`src/verilog/vote_cfg.svh`:
```
`ifndef VOTE_CFG_SVH
`define VOTE_CFG_SVH

// compute lanes per input vector
`define VOTE_LANES 14

// weight words in the bank
`define VOTE_DEPTH 16
// address width of the bank, covers VOTE_DEPTH
`define VOTE_ADDR_W 4

// signed accumulator width
`define VOTE_SCORE_W 30

// one vector's vote sum, -14 .. +14 signed
`define VOTE_SUM_W 5

`endif

```
`src/verilog/vote_pkg.sv`:
```
`include "vote_cfg.svh"

package vote_pkg;

    // one lane's result for one vector
    // store marks a lane that took part, agree is the xnor
    typedef struct packed {
        logic store;
        logic agree;
    } lane_vote_t;

    // all lanes side by side, lane 0 in the low bits
    typedef lane_vote_t [`VOTE_LANES-1:0] lane_bus_t;

    // +1, 0 or -1
    typedef logic signed [1:0] vote_t;

    // sum of one vector's votes
    typedef logic signed [`VOTE_SUM_W-1:0] vote_sum_t;

    // running neuron score
    typedef logic signed [`VOTE_SCORE_W-1:0] score_t;

    localparam vote_t VOTE_POS  = 2'sd1;
    localparam vote_t VOTE_ZERO = 2'sd0;
    localparam vote_t VOTE_NEG  = -2'sd1;

endpackage

```
`src/verilog/weight_bank.sv`:
```
`default_nettype none

`include "vote_cfg.svh"

module weight_bank (
    input  logic                    clk,
    input  logic                    rst,
    // external write port, only used while no vector is in flight
    input  logic                    wr,
    input  logic [`VOTE_ADDR_W-1:0] wr_addr,
    input  logic [`VOTE_LANES-1:0]  wr_data,
    // one pulse per accepted input vector
    input  logic                    step,
    // start of a new neuron
    input  logic                    restart,
    output logic [`VOTE_LANES-1:0]  cur_weight
);

    // last word before the pointer wraps
    localparam logic [`VOTE_ADDR_W-1:0] LAST_ADDR = `VOTE_ADDR_W'(`VOTE_DEPTH - 1);

    // weight storage
    logic [`VOTE_LANES-1:0]  mem [`VOTE_DEPTH];

    // word used by the next vector
    logic [`VOTE_ADDR_W-1:0] rd_ptr;

    // write lands on the edge of the strobe
    always_ff @(posedge clk) begin
        if (wr) begin
            mem[wr_addr] <= wr_data;
        end
    end

    // pointer steps once per vector
    always_ff @(posedge clk) begin
        if (rst || restart) begin
            rd_ptr <= '0;
        end else if (step) begin
            // wrap back to word 0
            if (rd_ptr == LAST_ADDR) begin
                rd_ptr <= '0;
            end else begin
                rd_ptr <= rd_ptr + 1'b1;
            end
        end
    end

    // read is combinational so the lane stage
    // samples the word on the same edge as the vector
    assign cur_weight = mem[rd_ptr];

endmodule

`default_nettype wire

```
`src/verilog/xnor_lanes.sv`:
```
`default_nettype none

`include "vote_cfg.svh"

module xnor_lanes (
    input  logic                   clk,
    input  logic                   rst,
    // vector strobe, one cycle per vector
    input  logic                   act_valid,
    input  logic [`VOTE_LANES-1:0] act,
    // per-lane mask, 0 keeps a lane out of the vote
    input  logic [`VOTE_LANES-1:0] lane_en,
    // weight word at the current pointer
    input  logic [`VOTE_LANES-1:0] weight,
    output vote_pkg::lane_bus_t    lanes,
    output logic                   vec_valid
);

    // binary multiply is an xnor
    logic [`VOTE_LANES-1:0] agree_c;

    // lane takes part only on a valid vector
    logic [`VOTE_LANES-1:0] store_c;

    assign agree_c = ~(act ^ weight);
    assign store_c = lane_en & {`VOTE_LANES{act_valid}};

    always_ff @(posedge clk) begin
        // agreement bits are payload
        for (int i = 0; i < `VOTE_LANES; i++) begin
            lanes[i].agree <= agree_c[i];
        end

        if (rst) begin
            vec_valid <= 1'b0;
            for (int i = 0; i < `VOTE_LANES; i++) begin
                lanes[i].store <= 1'b0;
            end
        end else begin
            // strobe follows the lanes down the pipe
            vec_valid <= act_valid;
            for (int i = 0; i < `VOTE_LANES; i++) begin
                lanes[i].store <= store_c[i];
            end
        end
    end

endmodule

`default_nettype wire

```
`src/verilog/selector.sv`:
```
`default_nettype none

module selector (
    input  logic                 clk,
    input  logic                 rst,
    // store and agree bits of one lane
    input  vote_pkg::lane_vote_t lane,
    // registered vote
    output vote_pkg::vote_t      sel
);

    import vote_pkg::*;

    // vote encoding
    //   no store         -> 0
    //   store and agree  -> +1
    //   store, disagree  -> -1
    always_ff @(posedge clk) begin
        if (rst) begin
            sel <= VOTE_ZERO;
        end else if (!lane.store) begin
            // masked lane or idle cycle
            sel <= VOTE_ZERO;
        end else if (lane.agree) begin
            sel <= VOTE_POS;
        end else begin
            sel <= VOTE_NEG;
        end
    end

endmodule

`default_nettype wire

```
`src/verilog/counter.sv`:
```
`default_nettype none

`include "vote_cfg.svh"

module counter (
    input  logic                clk,
    input  logic                rst,
    // new neuron, zeroes sum and score
    input  logic                clear,
    // lane results from the xnor stage
    input  vote_pkg::lane_bus_t lanes,
    input  logic                vec_valid,
    // accumulated score and its sign
    output vote_pkg::score_t    score,
    output logic                sign_bit
);

    import vote_pkg::*;

    // one registered vote per lane
    vote_t     votes [`VOTE_LANES];

    // adder tree output, before the register
    vote_sum_t vote_sum_c;

    // registered sum of one vector
    vote_sum_t vote_sum;

    // strobe delayed to line up with vote_sum
    logic      valid_d1;
    logic      valid_d2;

    // one selector per lane
    for (genvar k = 0; k < `VOTE_LANES; k++) begin : g_lane
        selector u_selector (
            .clk  (clk),
            .rst  (rst),
            .lane (lanes[k]),
            .sel  (votes[k])
        );
    end

    // signed add of all lane votes
    // each vote is sign extended to the sum width
    always_comb begin
        vote_sum_c = '0;
        for (int i = 0; i < `VOTE_LANES; i++) begin
            vote_sum_c = vote_sum_c + vote_sum_t'(votes[i]);
        end
    end

    // vec_valid at E, votes at E+1, sum at E+2
    always_ff @(posedge clk) begin
        if (rst) begin
            valid_d1 <= 1'b0;
            valid_d2 <= 1'b0;
        end else begin
            valid_d1 <= vec_valid;
            valid_d2 <= valid_d1;
        end
    end

    // sum and accumulate run as separate stages
    // so back-to-back vectors each get counted
    always_ff @(posedge clk) begin
        if (rst || clear) begin
            vote_sum <= '0;
            score    <= '0;
        end else begin
            vote_sum <= vote_sum_c;
            // score picks up the vector at E+3
            if (valid_d2) begin
                score <= score + score_t'(vote_sum);
            end
        end
    end

    // neuron fires on a non-negative score
    // sign bit of the accumulator
    assign sign_bit = score[`VOTE_SCORE_W-1];

endmodule

`default_nettype wire

```
`src/verilog/bnn_neuron_top.sv`:
```
`default_nettype none

`include "vote_cfg.svh"

module bnn_neuron_top (
    input  logic                    clk,
    input  logic                    rst,
    // start of a new neuron
    input  logic                    clear,
    // weight load port
    input  logic                    wt_wr,
    input  logic [`VOTE_ADDR_W-1:0] wt_addr,
    input  logic [`VOTE_LANES-1:0]  wt_data,
    // input vectors
    input  logic                    act_valid,
    input  logic [`VOTE_LANES-1:0]  act,
    input  logic [`VOTE_LANES-1:0]  lane_en,
    // neuron result
    output vote_pkg::score_t        score,
    output logic                    sign_bit
);

    import vote_pkg::*;

    // weight word for the vector on the bus now
    logic [`VOTE_LANES-1:0] cur_weight;

    // xnor stage to counter
    lane_bus_t              lanes;
    logic                   vec_valid;

    // weight storage
    // clear restarts at word 0, each vector steps the pointer
    weight_bank u_weight_bank (
        .clk        (clk),
        .rst        (rst),
        .wr         (wt_wr),
        .wr_addr    (wt_addr),
        .wr_data    (wt_data),
        .step       (act_valid),
        .restart    (clear),
        .cur_weight (cur_weight)
    );

    // per-lane agreement and store strobes
    xnor_lanes u_xnor_lanes (
        .clk       (clk),
        .rst       (rst),
        .act_valid (act_valid),
        .act       (act),
        .lane_en   (lane_en),
        .weight    (cur_weight),
        .lanes     (lanes),
        .vec_valid (vec_valid)
    );

    // votes, vector sum, score
    // four edges from the sampling edge to the new score
    counter u_counter (
        .clk       (clk),
        .rst       (rst),
        .clear     (clear),
        .lanes     (lanes),
        .vec_valid (vec_valid),
        .score     (score),
        .sign_bit  (sign_bit)
    );

endmodule

`default_nettype wire

```
`config.mk`:
```
export PLATFORM = sky130hd
export DESIGN_NAME = bnn_neuron_top
export DESIGN_NICKNAME = d
export VERILOG_FILES = /design/src/verilog/vote_pkg.sv /design/src/verilog/weight_bank.sv /design/src/verilog/xnor_lanes.sv /design/src/verilog/selector.sv /design/src/verilog/counter.sv /design/src/verilog/bnn_neuron_top.sv
export VERILOG_INCLUDE_DIRS = /design/src /design/src/verilog
export SDC_FILE = /design/constraint.sdc
export NUM_CORES = 1
export LEC_CHECK = 0
export BUFFER_PORTS_ARGS = -buffer_cell sky130_fd_sc_hd__buf_4
export CORE_AREA = 4 4 165 167
export CTS_CLUSTER_DIAMETER = 100
export DETAILED_ROUTE_END_ITERATION = 8
export DIE_AREA = 0 0 169 171
export PLACE_DENSITY = 0.74
export SLEW_MARGIN = 25
export SYNTH_ARGS = -nofsm -noshare
export SYNTH_HDL_FRONTEND = slang
export SYNTH_SLANG_ARGS = --single-unit
export TNS_END_PERCENT = 20
```
`constraint.sdc`:
```
create_clock -name clk -period 5.4 [get_ports clk]
set_input_delay 0.54 -clock clk [delete_from_list [all_inputs] [get_ports clk]]
set_output_delay 0.54 -clock clk [all_outputs]
set_load 0.01 [all_outputs]
```
* Yosys cells after proc, flatten, opt, wreduce, memory -nomap -nowiden *
Memory sizes are Yosys's and may differ from the RTL's. A register that Yosys moved wholly into a read port is not among the register bits.
Index checks and enable logic that the tools add are counted.

storage, ports and cells
  input port bits = 51
  memories kept = 1
  RAM bits = 224
  output and inout bits = 31
  bits in registers = 98

cells by class
  $add $sub $neg = 15
  bitwise operators = 17
  equal/unequal tests = 1
  mux-type cells = 19
  reductions and logical operators = 15

memories
  memory             depth  width  rd ports  clocked after Yosys merged registers in  write ports  line               RTL
  u_weight_bank.mem  16     14     1         1                                        1            weight_bank.sv:23  logic [`VOTE_LANES-1:0] mem [`VOTE_DEPTH];

operator list
  operator             count
  $add 5x2->5          11
  $add 30x5->30        1
  $mux 2               14
  $reduce_or 2->1      14
  $and 14x14->14       1
  $not 1->1            14
  $not 14->14          1
  $xor 14x14->14       1
  $mux 4               3
  $add 3x2->4          1
  $add 4x1->4 const B  1
  $eq 4x4->1 const B   1
  $add 2x2->3          1
  $mux 1               2
  $logic_or 1x1->1     1

* Longest topological paths before layout *
  depth after elaboration = 13
  mapped depth = 18
  gate-level depth less buffers = 18

* Hierarchy *
Synthesis repeated with hierarchy kept, for this count alone.

second synthesis, totals
  cells, all modules = 950
  area total of the unflattened synthesis = 14,247.4 µm²

by module, submodules not included
  module       area an instance (µm²)  instances  sequential area each (µm²)  cells each
  weight_bank  8,732.1                 1          6,886.6                     387
  counter      3,849.9                 1          740.7                       447
  xnor_lanes   842.1                   1          580.6                       60
  selector     58.8                    14         40.0                        4

* Least setup slack after synthesis *
Ideal clock, no wire load.

  kind = register to register
  start = reg u_counter.g_lane[2].u_selector.sel[1]
  end = reg u_counter.vote_sum[4]
  arrival = 4.765 ns
  path buffers = 0
  cell stages (with the launch flop) = 19
  setup slack = 0.508 ns
  clock period less this slack = 4.892 ns
  path through = dfxtp_1 > inv_1 > fa_1 > inv_1 > ha_1 > fa_1 > inv_1 > fa_1 > inv_1 > fa_1 > fa_1 > fa_1 > ha_1 > inv_1 > fa_1 > xor2_1 > xnor2_1 > xnor2_1 > nor2_1

between the ends
  word-level cells in the longest chain between the ends = 12

RTL lines
  element                     line            RTL
  start: declaration          selector.sv:9   output vote_pkg::vote_t sel
  start signal: assignment    selector.sv:20  sel <= VOTE_ZERO;
  start signal: assignment    selector.sv:23  sel <= VOTE_ZERO;
  start signal: assignment    selector.sv:25  sel <= VOTE_POS;
  $add 3x2->4                 counter.sv:48   vote_sum_c = vote_sum_c + vote_sum_t'(votes[i]);
  $add 5x2->5 (11 in series)  counter.sv:48
  end signal: assignment      counter.sv:70   vote_sum <= vote_sum_c;
  end: declaration            counter.sv:27   vote_sum_t vote_sum;

No other way between the ends.
A chain may end at the register's enable or synchronous reset.

* Worst setup path after layout *
Same ends and word-level chain as after synthesis.

==> results_dict.tcl <==
set metrics [dict create \
    report.power.total_mw 5.34 \
    start_kind "flop" \
    hold_slack_ns 0.209 \
    layout-area-overhead-vs-synth_pct 15.1 \
    floorplan.io_pins 82 \
    met2_wirelength_mm 14.1 \
    grt_setup_unrepaired "no" \
    place_worst_setup_slack_ns 0.354 \
    critical_path_maximum_fanout 2 \
    yosys.cell_types.count 61 \
    layout-drive-gt1-share_pct 23.2 \
    max-cap-violations 0 \
    synth_largest_area_cell "sky130_fd_sc_hd__edfxtp_1" \
    clk_pin_slew_worst_paths_ns 0.06 \
    finalCritPeriodShare_pct 93.1 \
    synth_async_sr_flop_share_pct 0 \
    report.final.slew_viol_count 0 \
    via_count_of_the_routed_design 7835 \
    max-slew-margin-rel_pct 36.0 \
    critPathArrivalTime_ns 5.41 \
    post-cts-setup-buffers 0 \
    run_status "finished clean" \
    routabilityCongestion 0.850 \
    floorplan.die_area_sq_um 28900 \
    globalRoute.totalOverflow 0 \
    worst_skew_pair.late_latency_ns 0.51 \
    routed.top_layer "met5" \
    grt_antenna_before_repair 1 \
    floorplan.die.width_um 169 \
    number_of_global_route_vias_before_repair 7804 \
    route.met3.wl_mm 1.99 \
    largest_net_degree_at_the_start_of_global_routing 45 \
    grt_first_pass_wirelength_mm 44.6 \
    cell_rows 59 \
    tritoncts.num_buffers 34 \
    min-delay-path-class "input pin to flop" \
    max_clock_freq_ghz 0.199 \
    viasPerCell 5.69 \
    max-vdd-ir-drop_uv 266 \
    ys_seq_elements 326 \
    number_of_enable_type_register_cells_in_the_synthesized_netlist 224 \
    insertedDiodeCount 0 \
    synthesis.area_sq_um 14000 \
    yosysSeqAreaShare_pct 62.5 \
    cp-end-kind "flop" \
    port_buffers 81 \
    critical_path.slowest_cell "sky130_fd_sc_hd__fa_1" \
    finalHoldViolCount 0 \
    fin_setup_tns_ns 0 \
    power.internal_mw 4.17 \
    timing_worst_setup_path_type "flop to flop" \
    yosys_warnings 0 \
    clkSinkCount 326 \
    synth_top_area_share_pct 48.0 \
    globalRouteTotalUtil_pct 20.2 \
    power_per_cell_area_nw_per_um2 331 \
    cts.path.max_buffers 3 \
    sequentialPowerShare_pct 51.8 \
    timing.critical_path.cells "inv_1 > fa_1 > inv_1 > ha_1 > fa_1 > inv_1 > fa_1 > inv_1 > fa_1 > fa_1 > fa_1 > ha_1 > inv_1 > fa_1 > xor2_1 > xnor2_1 > xnor2_1 > nor2_1" \
    worst_clock_skew_ns 0.0202 \
    critical_path_required_ns 5.78 \
    timing.critical_path.mode_cell "sky130_fd_sc_hd__fa_1" \
    dr.first_iter.drc_count 762 \
    syn_inst 916 \
    dieHeight_um 171 \
    synth.avg_cell_area_sq_um 15.3 \
    floorplan.core_area_sq_um 25800 \
    hpwl_mm 17.8 \
    fillerInstances 1851 \
    p_switching_mw 1.17 \
    clock-root-buffer "sky130_fd_sc_hd__clkbuf_16" \
    crit_path_max_incr_delay_ns 0.59 \
    final_critical_path_setup_slack_ns 0.373 \
    synth.top_cells.by_area "sky130_fd_sc_hd__edfxtp_1, sky130_fd_sc_hd__dfxtp_1, sky130_fd_sc_hd__mux4_2, sky130_fd_sc_hd__fa_1, sky130_fd_sc_hd__ha_1" \
    hold_buffers 0 \
    number_of_nets_in_the_layout 1136 \
    cts_resized 0 \
    leakagePower_nw 5.80 \
    power.share.switching_pct 21.9 \
    tritoncts "yes" \
    drt_first_pass_iters 5 \
    period_needed_ns 5.03 \
    ant_nets 0 \
    ctsHtreeMaxLevel 2 \
    remaining_drc_errors 0 \
    layout.cells.most_common "sky130_fd_sc_hd__edfxtp_1" \
    dominantRegCellSynth "sky130_fd_sc_hd__edfxtp_1" \
    mostFrequentLayoutCells "sky130_fd_sc_hd__edfxtp_1, sky130_fd_sc_hd__buf_4, sky130_fd_sc_hd__dfxtp_1" \
    final-setup-viol-count 0 \
    route.layer.met1.wl_mm 12.1 \
    tightest_slew_ns 0.959 \
    totalWireLength_mm 28.8 \
    power.share.combinational_pct 6.5 \
    post_drt_wl_per_cell_um 20.9 \
    initial_core_utilization_pct 54.4 \
    synthesized_net_count 1034 \
    share_clk_of_total_power_pct 41.8 \
]
## flip-flops by register name, indices dropped and copies added, names as in the netlist, named ones only
| name | cells |
|---|---|
| u_counter.valid_d1 | 1 |
| u_xnor_lanes.vec_valid | 1 |
| u_counter.valid_d2 | 1 |
| u_weight_bank.rd_ptr | 4 |
| u_counter.g_lane.u_selector.sel | 28 |
| u_counter.vote_sum | 5 |
| u_counter.score | 30 |
| u_weight_bank.mem | 224 |
| u_xnor_lanes.lanes | 28 |
## power groups by stage
stage / combinational [mW] / sequential (mW) / clock [mW]
6_report: 0.345 / 2.76 / 2.23
5_1_grt: 0.383 / 2.77 / 2.38
4_1_cts: 0.348 / 2.76 / 2.28
3_5_place_dp: 0.345 / 2.82 / 0
3_3_place_gp: 0.336 / 2.81 / 0
2_1_floorplan: 0.233 / 2.80 / 0
## through the flow
step / instance area, sq um / utilization (%) / instances
3_5_place_dp: 15100 / 58.5 / 1317
2_1_floorplan: 14000 / - / 916
3_3_place_gp: 15100 / 58.5 / 1317
6_report: 16100 / 62.7 / 1377
5_1_grt: 16100 / 62.7 / 1377
4_1_cts: 16100 / 62.7 / 1377
## final timing paths
check | from | endpoint | slack, ns | cells after the start
max | u_counter.g_lane[2].u_selector.sel[1] | u_counter.vote_sum[4] | 0.37 | 18
min | act[9] | u_xnor_lanes.lanes[18] | 0.21 | 2
max reg2reg | u_counter.g_lane[2].u_selector.sel[1] | u_counter.vote_sum[4] | 0.37 | 18
min reg2reg | u_xnor_lanes.lanes[0] | u_counter.g_lane[0].u_selector.sel[1] | 0.38 | 1
## cell usage after synthesis, drive strengths merged, types with 5 or more instances
master    n
ha       38
mux4     70
nand2    34
o21bai    9
xor2     10
nor3     13
nand2b    6
nor2b    33
fa       29
buf      13
clkbuf   22
o21ai    28
nor2     53
a21oi    36
nand3     6
nand4     9
and2     20
a21o     15
dfxtp   102
mux2i    10
inv      53
edfxtp  224
a211oi    5
xnor2    32
## cells by family (layout without fill, tap and decap cells)
group,after synthesis,in the layout,synth area share (%)
AO/OA/AOI/OAI,124,124,5.97
multiplexers,80,80,12.0
buffers and inverters,89,215,2.64
flip-flops,326,326,62.5
AND/OR/NAND/NOR,188,188,6.77
adder cells (fa/ha/maj),67,67,7.53
XOR/XNOR,42,42,2.62
## worst max-delay path: cells and delay by family (launching register included)
kind | cells | cell delay (ns)
adders and majority gates | 9 | 3.81
and+or+nand+nor | 1 | 0.05
buffers and inverters | 5 | 0.25
DFF | 1 | 0.31
xor gates and xnor gates | 3 | 0.49
## area by class of cell
type	instances	area, sq um	share of cell area, %
clock inverters	19	150	0.930
clock buffers	41	928	5.75
well taps	335	419	2.60
inverters	54	203	1.26
multi-input cells	501	4920	30.4
flip-flops and latches	326	8770	54.3
repair buffers	101	758	4.70
## per-layer routing
metal	GRT usage, %	vias to the layer above
li1	-	3622
met1	28.3	3892
met2	33.1	271
met3	4.07	48
met4	5.08	2
met5	0	-
Note: power is estimated with default switching activity, not from simulation.
